--- config.mk ---
export PLATFORM = sky130hd
export DESIGN_NAME = obj_line_table_flat
export DESIGN_NICKNAME = d
export VERILOG_FILES = /design/src/design/obj_pkg.sv /design/src/design/obj_if.sv /design/src/design/obj_line_table.sv /design/src/design/obj_tile_match.sv /design/src/flat_wrapper.sv
export VERILOG_INCLUDE_DIRS = /design/src /design/src/design
export SDC_FILE = /design/constraint.sdc
export NUM_CORES = 1
export LEC_CHECK = 0
export ABC_CLOCK_PERIOD_IN_PS = 6660
export BUFFER_PORTS_ARGS = -buffer_cell sky130_fd_sc_hd__buf_2
export CORE_AREA = 2 2 157 197
export CTS_BUF_LIST = sky130_fd_sc_hd__clkbuf_4 sky130_fd_sc_hd__clkbuf_8
export CTS_CLUSTER_DIAMETER = 30
export DETAILED_ROUTE_END_ITERATION = 12
export DIE_AREA = 0 0 159 199
export GPL_TIMING_DRIVEN = 0
export PLACE_DENSITY = 0.44
export SLEW_MARGIN = 20
export SYNTH_ARGS = -nofsm -noshare
export SYNTH_HDL_FRONTEND = slang
export SYNTH_SLANG_ARGS = --single-unit
--- constraint.sdc ---
create_clock -name clk -period 6.66 [get_ports clk]
set_clock_uncertainty 0.1 [all_clocks]
set_input_delay 0.333 -clock clk [delete_from_list [all_inputs] [get_ports clk]]
set_output_delay 0.333 -clock clk [all_outputs]
set_load 0.05 [all_outputs]
--- src/design/obj_cfg.svh ---
// ######################################################################
// sizes for the sprite line scanner
// gfx address is code_mn (16) then vsub (4), so OBJ_GFX_AW must be 20
// x is 9 bits wide everywhere, so OBJ_LINE_W is fixed at 512
// ######################################################################
`ifndef OBJ_CFG_SVH
`define OBJ_CFG_SVH

// identical tile drawers fed by the dispatcher
`define OBJ_DRAWERS 4

// object table entries, four 16-bit words each
`define OBJ_ENTRIES 256

// line buffer pixels
`define OBJ_LINE_W 512

// graphics ROM address bits
`define OBJ_GFX_AW 20

`endif
--- src/design/obj_pkg.sv ---
// ######################################################################
// shared types for the sprite line scanner
// table entry at index*4: +0 x[8:0], +1 y[8:0], +2 tile code,
// +3 attr = tile_m[15:12] tile_n[11:8] vflip[6] hflip[5] pal[4:0]
// ######################################################################
package obj_pkg;

    // table scanner FSM
    typedef enum logic [3:0] {
        IDLE,
        ADDR,       // address of x word already on the RAM
        RD_X,
        RD_Y,
        RD_CODE,
        RD_ATTR,
        MATCH,      // tile match registers its result
        ISSUE,      // hold here until the dispatcher is idle
        NEXT_TILE
    } scan_state_e;

    // one 16-pixel tile row to draw
    typedef struct packed {
        logic [15:0] code_mn;   // tile code incl. row and column offset
        logic [3:0]  vsub;      // pixel row inside the tile
        logic [4:0]  pal;
        logic        hflip;
        logic [8:0]  hpos;      // x of leftmost pixel
        logic [7:0]  prio;      // table index, lower on top
    } draw_req_t;

    // line buffer readout word
    typedef struct packed {
        logic       opaque;
        logic [4:0] pal;
        logic [4:0] unused;     // always zero
        logic [3:0] pix;
    } line_pix_t;

endpackage

--- src/design/obj_if.sv ---
// ######################################################################
// internal links of the sprite scanner
// draw_if and tile_if use one-cycle strobes, pix_if holds until grant
// ######################################################################
`timescale 1ns/1ps

// scanner to dispatcher
interface draw_if;
    import obj_pkg::*;
    logic      start;       // strobe, only while idle
    draw_req_t req;
    logic      scan_busy;
    logic      idle;

    modport scan (output start, req, scan_busy, input idle);
    modport disp (input start, req, scan_busy, output idle);
endinterface


--- src/design/obj_line_table.sv ---
// ######################################################################
// walks the object table from the last entry down to entry 0
// each covering object is split into tile_n+1 draw requests
// table must not be written while scan_busy is high
// ######################################################################
`timescale 1ns/1ps
`include "obj_cfg.svh"

module obj_line_table (
    input  logic        clk,
    input  logic        rst,
    input  logic        flip,
    input  logic [8:0]  vrender,
    input  logic        start,
    output logic [9:0]  frame_addr,
    input  logic [15:0] frame_data,
    draw_if.scan        draw
);
    import obj_pkg::*;

    localparam int IDX_W = $clog2(`OBJ_ENTRIES);

    scan_state_e      st;
    logic [IDX_W-1:0] idx;          // current table entry
    logic [8:0]       vline;        // line under test, flip applied
    logic [8:0]       obj_x;
    logic [8:0]       obj_y;
    logic [15:0]      obj_code;
    logic [15:0]      obj_attr;
    logic [3:0]       n;            // tile column count
    logic [3:0]       npos;         // tile column position on screen
    logic [3:0]       vsub;
    logic             inzone;
    logic [15:0]      code_mn;
    logic             hflip;
    logic [3:0]       tile_n;

    assign hflip  = obj_attr[5];
    assign tile_n = obj_attr[11:8];

    obj_tile_match tile_match_inst (
        .clk      (clk),
        .obj_code (obj_code),
        .tile_m   (obj_attr[15:12]),
        .tile_n   (tile_n),
        .n        (n),
        .vflip    (obj_attr[6]),
        .vline    (vline),
        .obj_y    (obj_y),
        .vsub     (vsub),
        .inzone   (inzone),
        .code_mn  (code_mn)
    );

    always_ff @(posedge clk or posedge rst) begin
        if (rst) begin
            st             <= IDLE;
            idx            <= '0;
            frame_addr     <= '0;
            n              <= '0;
            npos           <= '0;
            draw.start     <= 1'b0;
            draw.scan_busy <= 1'b0;
        end else begin
            draw.start <= 1'b0;    // strobe
            case (st)
                IDLE: if (start) begin
                    idx            <= IDX_W'(`OBJ_ENTRIES - 1);
                    frame_addr     <= {IDX_W'(`OBJ_ENTRIES - 1), 2'd0};
                    draw.scan_busy <= 1'b1;
                    st             <= ADDR;
                end
                ADDR: begin
                    frame_addr <= {idx, 2'd1};
                    st         <= RD_X;
                end
                RD_X: begin
                    frame_addr <= {idx, 2'd2};
                    st         <= RD_Y;
                end
                RD_Y: begin
                    frame_addr <= {idx, 2'd3};
                    st         <= RD_CODE;
                end
                RD_CODE: st <= RD_ATTR;
                RD_ATTR: begin
                    n    <= 4'd0;
                    // flipped objects start from the rightmost column
                    npos <= frame_data[5] ? frame_data[11:8] : 4'd0;
                    st   <= MATCH;
                end
                MATCH: st <= ISSUE;
                ISSUE: begin
                    // idle stays low 2 cycles after start, covering the match latency
                    if (!inzone) begin
                        st <= NEXT_TILE;
                    end else if (draw.idle) begin
                        draw.start <= 1'b1;
                        st         <= NEXT_TILE;
                    end
                end
                NEXT_TILE: begin
                    if (!inzone || n == tile_n) begin
                        if (idx == '0) begin     // entry 0 was the last one
                            draw.scan_busy <= 1'b0;
                            st             <= IDLE;
                        end else begin
                            idx        <= idx - 1'b1;
                            frame_addr <= {idx - 1'b1, 2'd0};
                            st         <= ADDR;
                        end
                    end else begin
                        n    <= n + 4'd1;
                        npos <= hflip ? npos - 4'd1 : npos + 4'd1;
                        st   <= ISSUE;
                    end
                end
                default: st <= IDLE;
            endcase
        end
    end

    // entry words and the outgoing request
    always_ff @(posedge clk) begin
        if (st == IDLE && start) vline <= vrender ^ {1'b0, {8{flip}}};
        if (st == RD_X)    obj_x    <= frame_data[8:0];
        if (st == RD_Y)    obj_y    <= frame_data[8:0];
        if (st == RD_CODE) obj_code <= frame_data;
        if (st == RD_ATTR) obj_attr <= frame_data;
        if (st == ISSUE && inzone && draw.idle) begin
            draw.req.code_mn <= code_mn;
            draw.req.vsub    <= vsub;
            draw.req.pal     <= obj_attr[4:0];
            draw.req.hflip   <= hflip;
            draw.req.hpos    <= obj_x + {1'b0, npos, 4'd0};    // wraps at 512
            draw.req.prio    <= idx;
        end
    end

endmodule

--- src/design/obj_tile_match.sv ---
// ######################################################################
// line hit test and tile row select for one object
// all outputs registered, one cycle after the inputs
// ######################################################################
`timescale 1ns/1ps

module obj_tile_match (
    input  logic        clk,
    input  logic [15:0] obj_code,
    input  logic [3:0]  tile_m,     // rows minus one
    input  logic [3:0]  tile_n,     // columns minus one
    input  logic [3:0]  n,          // column being expanded
    input  logic        vflip,
    input  logic [8:0]  vline,
    input  logic [8:0]  obj_y,
    output logic [3:0]  vsub,
    output logic        inzone,
    output logic [15:0] code_mn
);

    logic [8:0] d;      // line offset inside the object
    logic [3:0] r;      // tile row

    assign d = vline - obj_y;                      // mod 512
    assign r = vflip ? tile_m - d[7:4] : d[7:4];

    always_ff @(posedge clk) begin
        // d < 16*(tile_m+1)
        inzone  <= (d[8:4] <= {1'b0, tile_m});
        vsub    <= vflip ? ~d[3:0] : d[3:0];       // 15-d under vflip
        code_mn <= obj_code + {12'd0, n} + {8'd0, r, 4'd0};
    end

endmodule

--- src/flat_wrapper.sv ---
// flat-port wrapper written by rule: the top's interface ports become plain ports
module obj_line_table_flat import obj_pkg::*;
  (clk, rst, flip, vrender, start, frame_addr, frame_data, draw_start, draw_req, draw_scan_busy, draw_idle);
  draw_if draw_i ();
  input  logic clk;
  input  logic rst;
  input  logic flip;
  input  logic [8:0] vrender;
  input  logic start;
  output logic [9:0] frame_addr;
  input  logic [15:0] frame_data;
  output wire logic [$bits(draw_i.start)-1:0] draw_start;
  output wire logic [$bits(draw_i.req)-1:0] draw_req;
  output wire logic [$bits(draw_i.scan_busy)-1:0] draw_scan_busy;
  input wire logic [$bits(draw_i.idle)-1:0] draw_idle;
  assign draw_start = draw_i.start;
  assign draw_req = draw_i.req;
  assign draw_scan_busy = draw_i.scan_busy;
  assign draw_i.idle = draw_idle;
  obj_line_table u_core (.clk(clk), .rst(rst), .flip(flip), .vrender(vrender), .start(start), .frame_addr(frame_addr), .frame_data(frame_data), .draw(draw_i));
endmodule
* Word-level counts from Yosys, hierarchy flattened
Index checks and enable logic that the tools add are counted.
Widths: inputs -> output; s select.
** Word-level totals
- Register bits after elaboration :: 155
- Bits of input ports :: 30
- Output and inout bits :: 55
- Word-level logic and storage cells :: 92
** Cells by class
- Add/sub/neg operators :: 9
- $lt $le $gt $ge :: 1
- Eq/ne operators :: 15
- Mux-type cells :: 29
- Bitwise logic cells :: 2
- Reductions and logical operators :: 15
** Operators with widths (count)
- $pmux 10 s5 :: 1
- $mux 4 :: 9
- $pmux 4 s9 :: 1
- $mux 10 :: 3
- $mux 8 :: 3
- $add 16x4->16 :: 1
- $add 16x8->16 :: 1
- $eq 4x3->1 const B :: 4
- $pmux 4 s2 :: 2
- $pmux 8 s2 :: 1
- $reduce_and 4->1 :: 3
- $add 9x8->9 :: 1
- $sub 9x9->9 :: 1
- $xor 9x8->9 :: 1
- $add 4x1->4 const B :: 2
- $eq 4x2->1 const B :: 2
- $logic_not 8->1 :: 1
- $sub 8x1->8 const B :: 1
- $mux 1 :: 7
- $ne 2x2->1 const B :: 3
- $le 5x4->1 :: 1
- $reduce_bool 5->1 :: 1
- $eq 4x1->1 const B :: 1
- $eq 4x4->1 :: 1
- other kinds (14) :: 19

* Longest topological paths before layout
- Word-level depth :: 4
- Depth in mapped cells :: 20

* Modules after synthesis
Synthesis repeated with hierarchy kept, for this count alone.
** Second synthesis, totals
- Cells, all modules :: 514
- Area, all modules :: 6826.5 µm²
** By module, submodules not included
- obj_line_table :: times used 1, cells each 324, area an instance 5202.5 µm², seq. area each 3833.7 µm²
- obj_tile_match :: times used 1, cells each 190, area an instance 1624.1 µm², seq. area each 420.4 µm²

* Worst setup path after synthesis
OpenSTA, ideal clock, no wires.
- Path kind :: register to register
- Start point :: register u_core.vline[0]
- End point :: register u_core.tile_match_inst.code_mn[10]
- Library setup time :: 122 ps
- Data arrival time :: 3745 ps
- Data required time :: 6438 ps
- Setup slack :: 2693 ps
- Cell stages (with the launch flop) :: 20
- Path buffers :: 0
- Period minus slack after synthesis :: 3967 ps
- Cell sequence :: edfxtp_1 -> inv_1 -> ha_1 -> inv_1 -> fa_1 -> a211oi_1 -> o21bai_1 -> a21oi_1 -> xor2_1 -> inv_1 -> ha_1 -> a21oi_1 -> xnor2_1 -> mux2_2 -> ha_1 -> a21oi_1 -> nand2_1 -> o21ai_0 -> nor2_1 -> xor2_1
** On the way
- Longest elaborated chain between the ends :: 4
** RTL lines
- start, declared :: line obj_line_table.sv:25 : logic [8:0] vline;
- start signal, assigned :: line obj_line_table.sv:125 : if (st == IDLE && start) vline <= vrender ^ {1'b0, {8{flip}}};
- $sub 9x9->9 (*) :: line obj_tile_match.sv:24 : assign d = vline - obj_y;
- $sub 4x4->4 :: line obj_tile_match.sv:25 : assign r = vflip ? tile_m - d[7:4] : d[7:4];
- $mux 4 (*) :: line obj_tile_match.sv:25
- $add 16x8->16 (*) :: line obj_tile_match.sv:31 : code_mn <= obj_code + {12'd0, n} + {8'd0, r, 4'd0};
- end signal, assigned :: line obj_tile_match.sv:31
- end, declared :: line obj_tile_match.sv:18 : output logic [15:0] code_mn
Every way passes the cells marked *; elsewhere a longest branch is shown, timed or not.
A chain may end at the register's enable or synchronous reset.

* Final worst setup path
Ends and elaborated chain as after synthesis.

==> impl_metrics.env <==
export IMPL_max_stage_delay_ps=530
export IMPL_synth_edf_count=101
export IMPL_grt_usage_pct=10.2
export IMPL_first_pass_iters=4
export IMPL_grt_ovfl_total=0
export IMPL_n_fill_cell=3142
export IMPL_drt_vias_per_instance=4.00
export IMPL_die_y_um=199
export IMPL_critPathSlowestCell="o21ai_0"
export IMPL_leakagePower_nw=3.25
export IMPL_cap_violations=0
export IMPL_n_antenna_cell=0
export IMPL_regToRegSetupSlack_ps=2030
export IMPL_ys_flop_type="edfxtp_1"
export IMPL_cp_required_ps=6900
export IMPL_clockBufferDepth=2
export IMPL_ys_types=56
export IMPL_fmax_mhz=216
export IMPL_fin_nets=701
export IMPL_die_area_mm2=0.0316
export IMPL_gp_congestion=0.757
export IMPL_synth_common_cells="edfxtp_1, inv_1, nor2_1"
export IMPL_syn_to_final_growth_pct=23.0
export IMPL_dieWidth_um=159
export IMPL_end_kind="register"
export IMPL_dpl_hpwl_um=11300
export IMPL_finalHoldViolCount=0
export IMPL_post_drt_wl_per_cell_um=14.7
export IMPL_rows=71
export IMPL_crit_fanout=6
export IMPL_drive_above_1_share_pct=24.1
export IMPL_yosysTopAreaCell="edfxtp_1"
export IMPL_arrival_ps=4870
export IMPL_via_count=4191
export IMPL_drc=0
export IMPL_ys_seq_elements=154
export IMPL_seq_area_frac_synth_pct=62.8
export IMPL_grt_pass1_wl_um=24400
export IMPL_yosysWarnings=0
export IMPL_place_area_mm2=0.00780
export IMPL_setup_violations=0
export IMPL_rsz0062_at_grt="no"
export IMPL_design_area_mm2=0.00833
export IMPL_insertion_delay_ps=450
export IMPL_antenna_found_initial=0
export IMPL_startpoint_type="register"
export IMPL_slew_violations=0
export IMPL_status="completed"
export IMPL_cts_hold_buffers=9
export IMPL_yosysTopAreaCellShare_pct=44.8
export IMPL_io_pins=85
export IMPL_fin_tns_setup_ps=0
export IMPL_stdcell_count=1048
export IMPL_period_needed_ps=4630
export IMPL_crit_chain="inv_1 > ha_1 > inv_1 > fa_1 > a211oi_1 > o21bai_1 > a21oi_1 > xor2_1 > inv_1 > ha_1 > a21oi_1 > xnor2_1 > mux2_2 > ha_1 > a21oi_1 > nand2_1 > o21ai_0 > nor2_1 > xor2_1"
export IMPL_crit_type="reg2reg"
export IMPL_finalCritPeriodShare_pct=69.6
export IMPL_cts_sinks=154
export IMPL_synth_avg_cell_area_um2=13.1
export IMPL_min_path_type="in2reg"
export IMPL_syn_area_mm2=0.00677
export IMPL_port_buffers=83
export IMPL_syn_nets=585
export IMPL_post_cts_resized=0
export IMPL_grt_pass1_vias=4231
export IMPL_grt_max_degree=33
export IMPL_cts_root_buffer="clkbuf_8"
export IMPL_async_reset_ff_share_pct=20.8
export IMPL_maxSlewHeadroom_pct=38.7
export IMPL_ir_worst_vdd_mv=0.275
export IMPL_tightest_slew_ps=919
export IMPL_syn_inst=518
export IMPL_dp_cells=1007
export IMPL_p_per_area_mw_per_mm2=435
export IMPL_postCtsSetupBuffers=0
export IMPL_drt_iter0_drc=229
export IMPL_utilization_pct=27.9
export IMPL_path_clk_slew_ps=90
export IMPL_synthTopCellsByArea="edfxtp_1, dfrtp_1, dfxtp_1"
export IMPL_synth_most_common_cell="edfxtp_1"
export IMPL_cts_tree="done"
export IMPL_htreeDepth=4
export IMPL_coreArea_mm2=0.0298
export IMPL_antenna_left=0
export IMPL_cts_buffers=17
export IMPL_initial_utilization_pct=22.7
export IMPL_routed_wl_um=15400
registers in the layout, summed over array words and instances, names as in the netlist, 8 cells and up:
register,cells
u_core.frame_addr,10
u_core.idx,8
u_core.obj_code,16
u_core.tile_match_inst.code_mn,16
u_core.draw.req,43
u_core.obj_attr,15
u_core.obj_y,9
u_core.vline,9
u_core.obj_x,9
metal layers:
metal	up-vias	GRT usage, %	share of wire, %
li1	2083	-	-
met1	2014	11.9	43
met2	81	17.8	51
met3	13	2.56	3.7
met4	0	4.07	2.1
met5	-	0	0
layout make-up:
type	count	area (um^2)	area share [%]
buffer	13	81.3	0.977
clock buffer	18	241	2.90
tap	401	502	6.03
timing repair buffer	97	591	7.09
multi-input combinational	314	2320	27.9
sequential	154	4250	51.1
clock inverter	14	198	2.37
inverter	37	139	1.67
where the power goes:
group	switching [W]	internal (W)	total, W
logic	0.000865	0.000539	0.00140
clock network	0.000372	0.000416	0.000788
registers	0.000122	0.00131	0.00143
total	0.00136	0.00226	0.00362
cell families (layout without fill, tap and decap cells):
logic type / count (synthesis) / in the layout / synth area share [%]
flops: 154 / 154 / 62.8
simple gates: 122 / 122 / 9.41
compound gates: 103 / 103 / 10.3
buf+inv: 50 / 179 / 3.25
xor+xnor: 47 / 47 / 6.08
fa+ha+maj: 37 / 37 / 7.39
mux: 5 / 5 / 0.758
layout by cell type, fill, tap and decap left out, drive strengths merged, types with 2 or more instances in the layout:
cell type	instances
edfxtp	101
buf	98
inv	39
nor2	35
o21ai	33
ha	32
dfrtp	32
nand2	32
a21oi	30
xor2	25
xnor2	22
dfxtp	21
clkbuf	21
nand3	14
nand2b	10
a21o	10
dlygate4sd3	9
clkinv	7
nor3	6
a311oi	6
a31oi	5
fa	5
o21a	5
nor3b	5
nand4	4
mux2i	4
bufinv	4
and3	3
or3	2
or4	2
nor4b	2
nor2b	2
o22ai	2
o311ai	2
o21bai	2
critical path, delay by kind of cell (launching register included):
family	cells	cell delay (ps)
adders and majority gates	4	1290
AOI/OAI and AO/OA	6	1600
xor gates and xnor gates	3	550
buffers and inverters	3	190
DFF	1	360
and+or+nand+nor	2	180
muxes	1	270
final timing paths:
check                                                           start                                          to  cells past startpoint
max                                         u_core.vline[0]$_DFFE_PP_  u_core.tile_match_inst.code_mn[10]$_DFF_P_                     19
min                                                    frame_data[11]               u_core.obj_attr[11]$_DFFE_PP_                      1
max reg2reg                                 u_core.vline[0]$_DFFE_PP_  u_core.tile_match_inst.code_mn[10]$_DFF_P_                     19
min reg2reg                u_core.tile_match_inst.code_mn[13]$_DFF_P_               u_core.draw.req[40]$_DFFE_PP_                      0
max in group asynchronous                                         rst                   u_core.idx[5]$_DFFE_PP0P_                      3
min in group asynchronous                                         rst                 u_core.draw.start$_DFF_PP0_                      3
metrics by stage:
stage                     hold slack, ps  setup WS [ps]  total power [W]
after CTS                           7.93           2000          0.00369
final                               39.5           2030          0.00362
after global routing                6.29           1680          0.00390
after detailed placement             289           2030          0.00287
after global placement               287           1790          0.00285
after floorplan                      286           2690          0.00250
Power figures use the tool's default switching activity.
