<file path="src/design/obj_cfg.svh">
// ######################################################################
// sizes for the sprite line scanner
// gfx address is code_mn (16) then vsub (4), so OBJ_GFX_AW must be 20
// x is 9 bits wide everywhere, so OBJ_LINE_W is fixed at 512
// ######################################################################
`ifndef OBJ_CFG_SVH
`define OBJ_CFG_SVH

// identical tile drawers fed by the dispatcher
`define OBJ_DRAWERS 4

// object table entries, four 16-bit words each
`define OBJ_ENTRIES 256

// line buffer pixels
`define OBJ_LINE_W 512

// graphics ROM address bits
`define OBJ_GFX_AW 20

`endif
</file>
<file path="src/design/obj_pkg.sv">
// ######################################################################
// shared types for the sprite line scanner
// table entry at index*4: +0 x[8:0], +1 y[8:0], +2 tile code,
// +3 attr = tile_m[15:12] tile_n[11:8] vflip[6] hflip[5] pal[4:0]
// ######################################################################
package obj_pkg;

    // table scanner FSM
    typedef enum logic [3:0] {
        IDLE,
        ADDR,       // address of x word already on the RAM
        RD_X,
        RD_Y,
        RD_CODE,
        RD_ATTR,
        MATCH,      // tile match registers its result
        ISSUE,      // hold here until the dispatcher is idle
        NEXT_TILE
    } scan_state_e;

    // one 16-pixel tile row to draw
    typedef struct packed {
        logic [15:0] code_mn;   // tile code incl. row and column offset
        logic [3:0]  vsub;      // pixel row inside the tile
        logic [4:0]  pal;
        logic        hflip;
        logic [8:0]  hpos;      // x of leftmost pixel
        logic [7:0]  prio;      // table index, lower on top
    } draw_req_t;

    // line buffer readout word
    typedef struct packed {
        logic       opaque;
        logic [4:0] pal;
        logic [4:0] unused;     // always zero
        logic [3:0] pix;
    } line_pix_t;

endpackage

</file>
<file path="src/design/obj_if.sv">


// dispatcher to one drawer
interface tile_if;
    import obj_pkg::*;
    logic        load;      // strobe, only while free
    draw_req_t   req;
    logic [63:0] row;       // nibble i is pixel i
    logic        free;

    modport disp (output load, req, row, input free);
    modport draw (input load, req, row, output free);
endinterface

// one drawer to the line buffer
interface pix_if;
    logic       valid;
    logic [8:0] x;
    logic [8:0] color;      // pal & nibble
    logic [7:0] prio;
    logic       grant;

    modport src  (output valid, x, color, prio, input grant);
    modport sink (input valid, x, color, prio, output grant);
endinterface

</file>
<file path="src/design/obj_tile_draw.sv">
// ######################################################################
// turns one 16-pixel tile row into line buffer writes
// pixel value 15 is transparent and skipped without a write
// ######################################################################
`timescale 1ns/1ps

module obj_tile_draw (
    input  logic clk,
    input  logic rst,
    tile_if.draw tile,
    pix_if.src   pix
);
    import obj_pkg::*;

    draw_req_t   req_q;
    logic [63:0] row_q;
    logic        active;
    logic [3:0]  cnt;       // screen column within the tile
    logic [3:0]  col;       // nibble index in the row
    logic [3:0]  nib;
    logic        opaque;

    assign col    = req_q.hflip ? ~cnt : cnt;     // reversed order under hflip
    assign nib    = row_q[{col, 2'b00} +: 4];
    assign opaque = (nib != 4'hf);

    assign tile.free = !active;
    assign pix.valid = active && opaque;
    assign pix.x     = req_q.hpos + {5'd0, cnt};  // wraps at 512
    assign pix.color = {req_q.pal, nib};
    assign pix.prio  = req_q.prio;

    always_ff @(posedge clk or posedge rst) begin
        if (rst) begin
            active <= 1'b0;
            cnt    <= '0;
        end else if (tile.load) begin
            active <= 1'b1;
            cnt    <= '0;
        end else if (active && (!opaque || pix.grant)) begin
            cnt <= cnt + 4'd1;              // hold until granted
            if (cnt == 4'd15) begin
                active <= 1'b0;             // free again next cycle
            end
        end
    end

    always_ff @(posedge clk) begin
        if (tile.load) begin
            req_q <= tile.req;
            row_q <= tile.row;
        end
    end

endmodule

</file>
<file path="src/flat_wrapper.sv">
// flat-port wrapper written by rule: the top's interface ports become plain ports
module obj_tile_draw_flat import obj_pkg::*;
  (clk, rst, tile_load, tile_req, tile_row, tile_free, pix_valid, pix_x, pix_color, pix_prio, pix_grant);
  tile_if tile_i ();
  pix_if pix_i ();
  input  logic clk;
  input  logic rst;
  input wire logic [$bits(tile_i.load)-1:0] tile_load;
  input wire logic [$bits(tile_i.req)-1:0] tile_req;
  input wire logic [$bits(tile_i.row)-1:0] tile_row;
  output wire logic [$bits(tile_i.free)-1:0] tile_free;
  output wire logic [$bits(pix_i.valid)-1:0] pix_valid;
  output wire logic [$bits(pix_i.x)-1:0] pix_x;
  output wire logic [$bits(pix_i.color)-1:0] pix_color;
  output wire logic [$bits(pix_i.prio)-1:0] pix_prio;
  input wire logic [$bits(pix_i.grant)-1:0] pix_grant;
  assign tile_i.load = tile_load;
  assign tile_i.req = tile_req;
  assign tile_i.row = tile_row;
  assign tile_free = tile_i.free;
  assign pix_valid = pix_i.valid;
  assign pix_x = pix_i.x;
  assign pix_color = pix_i.color;
  assign pix_prio = pix_i.prio;
  assign pix_i.grant = pix_grant;
  obj_tile_draw u_core (.clk(clk), .rst(rst), .tile(tile_i), .pix(pix_i));
endmodule
</file>
<file path="config.mk">
export PLATFORM = sky130hd
export DESIGN_NAME = obj_tile_draw_flat
export DESIGN_NICKNAME = d
export VERILOG_FILES = /design/src/design/obj_cfg.svh /design/src/design/obj_pkg.sv /design/src/design/obj_if.sv /design/src/design/obj_tile_draw.sv /design/src/flat_wrapper.sv
export SDC_FILE = /design/constraint.sdc
export NUM_CORES = 1
export LEC_CHECK = 0
export BUFFER_PORTS_ARGS = -buffer_cell sky130_fd_sc_hd__buf_2
export CORE_AREA = 2 2 129 99
export CTS_CLUSTER_SIZE = 16
export DETAILED_ROUTE_END_ITERATION = 6
export DIE_AREA = 0 0 131 101
export RECOVER_POWER = 50
export SLEW_MARGIN = 20
export SYNTH_ARGS = -nofsm -noshare
export SYNTH_HDL_FRONTEND = slang
export SYNTH_SLANG_ARGS = --single-unit
</file>
<file path="constraint.sdc">
create_clock -name clk -period 4.3 [get_ports clk]
set_input_delay 0.43 -clock clk [delete_from_list [all_inputs] [get_ports clk]]
set_output_delay 0.43 -clock clk [all_outputs]
set_load 0.05 [all_outputs]
</file>
## Word level (Yosys, flattened, before mapping)

Index checks and enable logic that the tools add are counted.

- $add $sub $neg: 2
- Equal/unequal tests: 2
- Shift operators: 1
- Muxes and demuxes: 6
- Bitwise logic cells: 1
- Reduce and logical (&&, ||, !) cells: 8

Operators with widths:

| operator | count |
|---|---|
| 64-bit by 7-bit variable part select with 4-bit output | 1 |
| 4-bit 2-to-1 mux | 3 |
| 9-bit by 4-bit adder with 9-bit output | 1 |
| 4-bit by 1-bit adder with 4-bit output (second input constant) | 1 |
| 4-bit equality test (second input constant) | 1 |
| 4-bit != test (second input constant) | 1 |
| 4-bit NOT | 1 |
| 2-bit nonzero test | 2 |
| 1-bit 2-to-1 mux | 3 |
| 1-bit logical AND | 2 |
| 1-bit logical NOT | 2 |
| 2-bit AND reduction | 1 |
| 1-bit logical OR | 1 |

- Flip-flop bits (word level): 92
- Input port bits: 111
- Output and inout bits: 28
- Logic and storage cells: 27

## Longest topological paths before layout

Gate-level depths: netlist (run 1).

- Word-level depth: 9
- Depth in mapped cells: 11
- Gate-level depth less buffers: 8

## Worst setup path before layout (run 1)

OpenSTA, ideal clock, no wires.

- Path type: register to register
- From: register u_core.cnt[2]
- To: register u_core.cnt[3]
- Arrival: 2.998 ns
- Slack: 1.225 ns
- Stages on the path, launching flop included: 11
- Buffers on the path: 2
- Path through: dfrtp_1 buf_6 buf_6 or4bb_1 nand4_1 nor3_1 a211oi_2 nand2_1 o41a_1 or3_1 a21oi_1

- Cells in the longest elaborated chain, start to end: 8

RTL lines:

| item | RTL line | source |
|---|---|---|
| start, declared | obj_tile_draw.sv:18 | `logic [3:0] cnt;` |
| start signal, assigned | obj_tile_draw.sv:41 | `cnt <= cnt + 4'd1;` |
| 4-bit NOT | obj_tile_draw.sv:23 | `assign col = req_q.hflip ? ~cnt : cnt;` |
| 4-bit 2-to-1 mux * | obj_tile_draw.sv:23 |  |
| 64-bit by 7-bit variable part select with 4-bit output * | obj_tile_draw.sv:24 | `assign nib = row_q[{col, 2'b00} +: 4];` |
| net pix_color[2] | flat_wrapper.sv:14 | `output wire logic [$bits(pix_i.color)-1:0] pix_color;` |
| 4-bit != test * | obj_tile_draw.sv:25 | `assign opaque = (nib != 4'hf);` |
| 1-bit logical NOT * | obj_tile_draw.sv:40 | `end else if (active && (!opaque \|\| pix.grant)) begin` |
| 1-bit logical OR * | obj_tile_draw.sv:40 |  |
| 1-bit logical AND * | obj_tile_draw.sv:40 |  |
| 2-bit nonzero test (no source line) * | n/a |  |

Mark *: on every way through the listed nets, which the timed path passes. The rest lies on a longest branch. The select of a mux whose other input is x is not followed.
A chain may end at the register's enable or synchronous reset.

## Worst setup path after layout (run 1)

- From: register u_core.req_q[17] (netlist name)
- To: output port pix_valid

- Cells in the longest elaborated chain, start to end: 4

RTL lines:

| item | RTL line | source |
|---|---|---|
| start, declared | obj_tile_draw.sv:15 | `draw_req_t req_q;` |
| start signal, assigned | obj_tile_draw.sv:50 | `req_q <= tile.req;` |
| 4-bit 2-to-1 mux | obj_tile_draw.sv:23 |  |
| 64-bit by 7-bit variable part select with 4-bit output | obj_tile_draw.sv:24 |  |
| 4-bit != test | obj_tile_draw.sv:25 |  |
| 1-bit logical AND | obj_tile_draw.sv:28 | `assign pix.valid = active && opaque;` |
| end, declared | flat_wrapper.sv:12 | `output wire logic [$bits(pix_i.valid)-1:0] pix_valid;` |

No other way between the ends.

==> impl_metrics.prom, run 1 <==
# TYPE chip_impl_metric gauge
chip_impl_metric{name="max_freq",unit="GHz"} 0.266
chip_impl_metric{name="dr.pass1.iters",unit=""} 4
chip_impl_metric{name="clock_power_share",unit="%"} 33.5
chip_impl_metric{name="insertion_delay",unit="ps"} 340
chip_impl_metric{name="fin_crit_sh",unit="%"} 87.5
chip_impl_info{name="outcome",value="finished with violations"} 1
chip_impl_metric{name="rows",unit=""} 35
chip_impl_info{name="yosys_most_used_dff",value="edfxtp_1"} 1
chip_impl_metric{name="grt_pass1_wl",unit="mm"} 14.1
chip_impl_metric{name="combinationalPowerShare",unit="%"} 19.1
chip_impl_metric{name="hpwlAfterDp",unit="mm"} 6.44
chip_impl_info{name="synth.top_cells.by_count",value="edfxtp_1 (87), mux2i_1 (22), nand2_1 (19), a21oi_1 (16), buf_4 (15)"} 1
chip_impl_metric{name="xor_xnor_share_of_the_synthesized_area",unit="%"} 1.96
chip_impl_metric{name="synthAdderAreaFrac",unit="%"} 1.84
chip_impl_metric{name="critical_path_required",unit="ps"} 3870
chip_impl_info{name="tritoncts",value="yes"} 1
chip_impl_metric{name="fp.dieH",unit="um"} 101
chip_impl_metric{name="timing.final.crit_period",unit="ps"} 3760
chip_impl_metric{name="simple_gate_portion_of_the_synthesized_area",unit="%"} 8.16
chip_impl_info{name="synth_top_family_by_area",value="multiplexers"} 1
chip_impl_info{name="timing.critical_path.cells",value="buf_4, mux2_1, nand2_1, o311ai_1, a21oi_1, o311a_1, nor3_1, nor2_1, buf_2"} 1
chip_impl_metric{name="flow.area_growth_from_synthesis",unit="%"} 19.9
chip_impl_info{name="violations",value="max-capacitance violations, max-slew violations"} 1
chip_impl_metric{name="yosysWarnings",unit=""} 0
chip_impl_metric{name="timing.critical_path.fanout_max",unit=""} 28
chip_impl_metric{name="syn_inst",unit=""} 307
chip_impl_metric{name="setup_viol",unit=""} 0
chip_impl_metric{name="overflow",unit=""} 0
chip_impl_metric{name="final_layout_size_suffix_gt1_share",unit="%"} 35.6
chip_impl_metric{name="synthDistinctLibCells",unit=""} 55
chip_impl_metric{name="placement.io_buffers",unit=""} 118
chip_impl_metric{name="grt_start_max_net_pins",unit=""} 93
chip_impl_metric{name="postSynthNetCount",unit=""} 424
chip_impl_info{name="synthDominantAreaCellType",value="edfxtp_1"} 1
chip_impl_info{name="crit_path_end_kind",value="output pin"} 1
chip_impl_metric{name="antennaDiodeCount",unit=""} 0
chip_impl_metric{name="layout.core_utilization",unit="%"} 44.6
chip_impl_metric{name="final_antenna_net_count",unit=""} 0
chip_impl_metric{name="avgSynthCellArea",unit="sq um"} 14.6
chip_impl_metric{name="p_switching",unit="mW"} 0.695
chip_impl_metric{name="synth.ff_latch_count",unit=""} 92
chip_impl_metric{name="grt_antenna_before_repair",unit=""} 0
chip_impl_info{name="timing.critical_path.slowest_stage_cell",value="edfxtp_1"} 1
chip_impl_metric{name="count_of_vias_placed_by_the_detailed_router",unit=""} 2897
chip_impl_metric{name="cts-htree-levels",unit=""} 3
chip_impl_metric{name="cell_internal_pwr",unit="mW"} 1.68
chip_impl_metric{name="seq_area_frac_synth",unit="%"} 61.2
chip_impl_metric{name="drt-vias-per-instance",unit=""} 4.98
chip_impl_metric{name="fp.dieW",unit="um"} 131
chip_impl_metric{name="report.power.total",unit="mW"} 2.38
chip_impl_metric{name="synth_top_area_share",unit="%"} 58.4
chip_impl_metric{name="num_cts_buffers",unit=""} 9
chip_impl_metric{name="placed_cells",unit=""} 565
chip_impl_metric{name="placeableCoreArea",unit="sq mm"} 0.0120
chip_impl_metric{name="finalNetCount",unit=""} 528
chip_impl_metric{name="synth_area",unit="sq mm"} 0.00448
chip_impl_metric{name="cp_num_buf_inv",unit=""} 2
chip_impl_metric{name="wire_per_inst",unit="um"} 16.0
chip_impl_metric{name="dr.first_iter.drc_count",unit=""} 206
chip_impl_metric{name="floorplan.die_area",unit="sq mm"} 0.0132
chip_impl_metric{name="cap_viol_max_count",unit=""} 1
chip_impl_metric{name="slew_headroom",unit="%"} -52.6
chip_impl_metric{name="max_stage_delay",unit="ps"} 1060
chip_impl_metric{name="timing_hold_violations_final",unit=""} 0
chip_impl_metric{name="report.final.slew_viol_count",unit=""} 93
chip_impl_metric{name="muxShareOfSynthArea",unit="%"} 12.5
chip_impl_metric{name="clkTransAtPathRegs",unit="ps"} 70
chip_impl_info{name="cts_root_buf",value="clkbuf_16"} 1
chip_impl_metric{name="timing.critical_path.arrival",unit="ps"} 3330
chip_impl_metric{name="globalplace.congestion",unit=""} 0.799
chip_impl_metric{name="remaining_drc_errors",unit=""} 0
chip_impl_info{name="hold_path_class",value="in -> reg"} 1
chip_impl_metric{name="first_global_vias",unit=""} 2826
chip_impl_metric{name="drt_wl_total",unit="mm"} 9.32
chip_impl_info{name="critical_path_launch_point_type",value="flop"} 1
chip_impl_metric{name="clock_skew",unit="ps"} 8.34
chip_impl_metric{name="sw_frac_of_total",unit="%"} 29.2
chip_impl_metric{name="synth_enable_flop_cells",unit=""} 87
chip_impl_metric{name="floorplan.initialDensity",unit="%"} 37.2
chip_impl_metric{name="cts_sinks",unit=""} 92
chip_impl_info{name="grt_setup_unrepaired",value="false"} 1
chip_impl_metric{name="power.ir.vdd_worst",unit="mV"} 0.212
chip_impl_info{name="largest_delay_contributor_family_on_the_critical_path",value="flip-flops"} 1
chip_impl_metric{name="cts_setup_buffers",unit=""} 0
chip_impl_metric{name="synth_compound_gate_area_share",unit="%"} 8.19
chip_impl_metric{name="leakage",unit="nW"} 2.12
chip_impl_metric{name="number_of_placed_i_o_pins",unit=""} 139
chip_impl_metric{name="final-instance-count-excl-fill",unit=""} 582
chip_impl_metric{name="grt_usage",unit="%"} 14.2
chip_impl_info{name="synthTopCellsByArea",value="edfxtp_1 (58%), mux2i_1 (4.9%), mux4_2 (4.5%), dfrtp_1 (2.8%), buf_4 (2.5%)"} 1
chip_impl_metric{name="timing_worst_slew_pin_value",unit="ps"} 2290
chip_impl_metric{name="seq_power_share",unit="%"} 47.3
chip_impl_info{name="critical_setup_path_kind",value="reg -> out"} 1
chip_impl_metric{name="fin_tns_setup",unit="ps"} 0
chip_impl_metric{name="powerDensity",unit="mW/mm^2"} 443
chip_impl_metric{name="clock_path_buffers",unit=""} 2
chip_impl_info{name="top_count_cell_post_synth",value="edfxtp_1"} 1
chip_impl_metric{name="synthArstFlopShare",unit="%"} 5.43
-- layout make-up --
cell class	instances	area, sq um
fillers	1111	6670
flip-flops and latches	92	2740
multi-input cells	177	1460
repair buffers	123	628
clock buffers	10	229
well taps	166	208
clock inverters	6	71.3
inverters	8	30.0
-- cells in the final DEF (no fill, tap or decap), drive strengths merged, types with 9 or more instances in the layout --
master  Yosys  layout
nand3      12      12
mux4       13      13
buf        27     119
a21oi      16      16
inv         8      10
nand2      19      19
mux2i      22      22
edfxtp     87      87
clkbuf      3      13
nor2        9       9
-- layer usage --
layer,part of all wire [%],wire length (um),GRT usage [%]
met1,46,4320,19.6
met2,45,4160,21.4
met3,8.1,755,5.25
met4,0.91,85,3.19
met5,0,0,0
-- kinds of logic after synthesis --
logic type,after synthesis
DFF,92
and+or+nand+nor,69
AOI/OAI and AO/OA,54
buffers and inverters,38
muxes,38
xor gates and xnor gates,10
adders and majority gates,6
-- registers in the layout, indices dropped and copies added (netlist names) --
name,flops
u_core.active,1
u_core.pix.color,5
u_core.req_q,10
u_core.pix.prio,8
u_core.row_q,64
u_core.cnt,4
-- what timing repair did --
| item | 4_1_cts | 5_1_grt |
|---|---|---|
| resized for setup | 0 | 0 |
| hold buffers | 1 | 0 |
| endpoints found under the hold margin | 5 | 0 |
-- power groups by stage --
stage,combinational [mW],clock [mW],sequential (mW)
after floorplan,0.370,0,1.11
after global placement,0.452,0,1.14
after detailed placement,0.457,0,1.14
after CTS,0.459,0.825,1.13
after global routing,0.491,0.850,1.14
final,0.456,0.798,1.13
-- through the flow --
step	hold WS (ps)	area (sq um)	worst slack, ps
2_1_floorplan	209	4480	1220
5_1_grt	243	5370	308
4_1_cts	245	5370	505
3_5_place_dp	336	5060	716
6_report	258	5370	537
3_3_place_gp	334	5060	880
-- worst paths after layout --
check / startpoint / to / slack (ps) / cells past startpoint
worst max-delay path: u_core.req_q[17] / pix_valid / 540 / 9
worst min-delay path: tile_row[62] / u_core.row_q[62] / 260 / 1
worst max register to register: u_core.req_q[17] / u_core.cnt[3] / 690 / 9
worst min register to register: u_core.active / u_core.active / 520 / 2
max in group asynchronous: rst / u_core.cnt[2] / 3580 / 3
min in group asynchronous: rst / u_core.active / 530 / 3
No activity file was read; power rests on OpenSTA's default activity.
==> inputs of run 2 (changes only) <==
Clock period 4.3 ns to 3.95 ns, I/O delays scaled along.
==> run 2 against run 1 <==
Against the previous run:
- the run still ends with max-capacitance violations, max-slew violations left
- total power rose by 8.5%
- combinational power rose by 11%
- via count decreased by 0.72%
- first-iteration DRC count is 47% lower
- clock skew hardly changed
- critical endpoint unchanged
- largest cell class unchanged
==> impl_metrics.prom, run 2 (same netlist as run 1, synthesis figures left out) <==
# TYPE chip_impl_metric gauge
chip_impl_metric{name="leakage",unit="nW"} 2.13
chip_impl_metric{name="grt_antenna_before_repair",unit=""} 0
chip_impl_metric{name="fp.dieW",unit="um"} 131
chip_impl_metric{name="max_freq",unit="GHz"} 0.290
chip_impl_metric{name="grt_pass1_wl",unit="mm"} 14.3
chip_impl_metric{name="cts_sinks",unit=""} 92
chip_impl_metric{name="placed_cells",unit=""} 566
chip_impl_metric{name="num_cts_buffers",unit=""} 9
chip_impl_metric{name="finalNetCount",unit=""} 529
chip_impl_info{name="timing.critical_path.slowest_stage_cell",value="dfrtp_1"} 1
chip_impl_metric{name="timing.critical_path.arrival",unit="ps"} 3060
chip_impl_info{name="cts_root_buf",value="clkbuf_16"} 1
chip_impl_info{name="grt_setup_unrepaired",value="false"} 1
chip_impl_metric{name="floorplan.initialDensity",unit="%"} 37.2
chip_impl_metric{name="rows",unit=""} 35
chip_impl_metric{name="slew_headroom",unit="%"} -9.93
chip_impl_info{name="critical_path_launch_point_type",value="flop"} 1
chip_impl_metric{name="grt_start_max_net_pins",unit=""} 69
chip_impl_metric{name="worst_hold_path.num_cells",unit=""} 1
chip_impl_metric{name="final-instance-count-excl-fill",unit=""} 583
chip_impl_info{name="largest_delay_contributor_family_on_the_critical_path",value="simple AND/OR/NAND/NOR gates"} 1
chip_impl_info{name="violations",value="max-capacitance violations, max-slew violations"} 1
chip_impl_metric{name="cp_num_buf_inv",unit=""} 2
chip_impl_metric{name="layout.core_utilization",unit="%"} 44.7
chip_impl_metric{name="rr_worst_depth",unit=""} 9
chip_impl_info{name="outcome",value="finished with violations"} 1
chip_impl_info{name="final_common_cell",value="buf_2"} 1
chip_impl_metric{name="max_stage_delay",unit="ps"} 900
chip_impl_metric{name="fin_crit_sh",unit="%"} 87.4
chip_impl_metric{name="final_antenna_net_count",unit=""} 0
chip_impl_info{name="tritoncts",value="yes"} 1
chip_impl_metric{name="number_of_placed_i_o_pins",unit=""} 139
chip_impl_info{name="critPathMostFrequentCell",value="nor3_1"} 1
chip_impl_metric{name="fp.dieH",unit="um"} 101
chip_impl_metric{name="wire_per_inst",unit="um"} 15.6
chip_impl_info{name="registers.top_by_ff_count",value="u_core.row_q"} 1
chip_impl_metric{name="placement.io_buffers",unit=""} 118
chip_impl_metric{name="setup_viol",unit=""} 0
chip_impl_metric{name="cap_viol_max_count",unit=""} 1
chip_impl_metric{name="largest_reg_flops",unit=""} 64
chip_impl_info{name="layout.cells.most_common_list",value="buf_2 (116), edfxtp_1 (87), mux2i_1 (22), nand2_1 (19), a21oi_1 (16)"} 1
chip_impl_metric{name="remaining_drc_errors",unit=""} 0
chip_impl_metric{name="final_layout_size_suffix_gt1_share",unit="%"} 35.7
chip_impl_metric{name="timing.final.crit_period",unit="ps"} 3450
chip_impl_metric{name="placeableCoreArea",unit="sq mm"} 0.0120
chip_impl_metric{name="grt_usage",unit="%"} 14.3
chip_impl_metric{name="timing_worst_slew_pin_value",unit="ps"} 1650
chip_impl_info{name="critical_setup_path_kind",value="reg -> out"} 1
chip_impl_metric{name="first_global_vias",unit=""} 2862
chip_impl_metric{name="report.final.slew_viol_count",unit=""} 69
chip_impl_metric{name="overflow",unit=""} 0
chip_impl_metric{name="dr.first_iter.drc_count",unit=""} 109
chip_impl_metric{name="globalplace.congestion",unit=""} 0.778
chip_impl_metric{name="cts-htree-levels",unit=""} 3
chip_impl_metric{name="insertion_delay",unit="ps"} 340
chip_impl_metric{name="clkTransAtPathRegs",unit="ps"} 70
chip_impl_metric{name="drt_wl_total",unit="mm"} 9.10
chip_impl_metric{name="placement.setup.worst_slack",unit="ps"} 680
chip_impl_metric{name="fin_tns_setup",unit="ps"} 0
chip_impl_metric{name="final.setup.worst_slack",unit="ps"} 497
chip_impl_metric{name="count_of_vias_placed_by_the_detailed_router",unit=""} 2876
chip_impl_metric{name="timing.critical_path.fanout_max",unit=""} 22
chip_impl_metric{name="clock_skew",unit="ps"} 8.19
chip_impl_metric{name="flow.area_growth_from_synthesis",unit="%"} 20.3
chip_impl_info{name="hold_path_class",value="in -> reg"} 1
chip_impl_metric{name="worstSetupPathDepth",unit=""} 9
chip_impl_metric{name="drt-vias-per-instance",unit=""} 4.93
chip_impl_metric{name="cts_setup_buffers",unit=""} 0
chip_impl_info{name="crit_path_end_kind",value="output pin"} 1
chip_impl_metric{name="critical_path_required",unit="ps"} 3560
chip_impl_metric{name="antennaDiodeCount",unit=""} 0
chip_impl_metric{name="clock_path_buffers",unit=""} 2
chip_impl_metric{name="hpwlAfterDp",unit="mm"} 6.55
chip_impl_metric{name="dr.pass1.iters",unit=""} 4
chip_impl_metric{name="floorplan.die_area",unit="sq mm"} 0.0132
chip_impl_info{name="timing.critical_path.cells",value="buf_4, or4bb_1, nand4_1, nor3_1, a211oi_2, nand2_1, nor3_1, nor2_1, buf_2"} 1
chip_impl_metric{name="powerDensity",unit="mW/mm^2"} 479
chip_impl_metric{name="power.ir.vdd_worst",unit="mV"} 0.192
chip_impl_metric{name="timing_hold_violations_final",unit=""} 0
## run 2: cell count changes in the layout (fill, tap and decap cells not counted)
cell and change:
buf_12 +1, buf_2 +1, clkbuf_1 -1, clkinv_2 +1, clkinv_4 -1, clkinvlp_4 -1, dfrtp_1 +1, dfrtp_2 -1
inv_6 +1
## run 2: area by class of cell
type                    count  area (sq um)
flip-flops and latches     92          2740
clock buffers              10           229
repair buffers            124           649
fillers                  1130          6660
inverters                   8          30.0
clock inverters             6          68.8
well taps                 166           208
multi-input cells         177          1460
## run 2: path summary, 6_finish.rpt
| path | start | endpoint | slack [ps] |
|---|---|---|---|
| max | u_core.cnt[1] | pix_valid | 500 |
| min | tile_row[54] | u_core.row_q[54] | 230 |
| max reg2reg | u_core.cnt[1] | u_core.cnt[3] | 690 |
| min reg2reg | u_core.active | u_core.active | 540 |
| max in group asynchronous | rst | u_core.active | 3270 |
| min in group asynchronous | rst | u_core.cnt[0] | 500 |
## run 2: routing by layer
| layer | vias up | wire length [um] | part of all wire, % | global-route usage, % |
|---|---|---|---|---|
| li1 | 1405 | - | - | - |
| met1 | 1381 | 4320 | 48 | 19.6 |
| met2 | 83 | 4120 | 45 | 21.8 |
| met3 | 7 | 597 | 6.6 | 5.41 |
| met4 | 0 | 64 | 0.70 | 2.95 |
| met5 | - | 0 | 0 | 0 |
## run 2: report_power, final
| group | total (mW) | switching [mW] | internal (mW) |
|---|---|---|---|
| Clock | 0.859 | 0.363 | 0.496 |
| Sequential | 1.22 | 0.0632 | 1.15 |
| Combinational | 0.504 | 0.320 | 0.184 |
## run 2: per-stage QoR
step           total power, mW  instance area (sq um)  hold slack [ps]
2_1_floorplan             1.61                   4480              174
3_3_place_gp              1.74                   5080              300
3_5_place_dp              1.75                   5080              309
4_1_cts                   2.62                   5390              213
5_1_grt                   2.70                   5390              206
6_report                  2.58                   5390              227
## run 2: what timing repair did
item / in CTS / in global routing
gates resized for setup: 0 / 0
hold endpoints to repair: 5 / 0
hold buffers: 1 / 0
setup endpoints to repair: 0 / 0
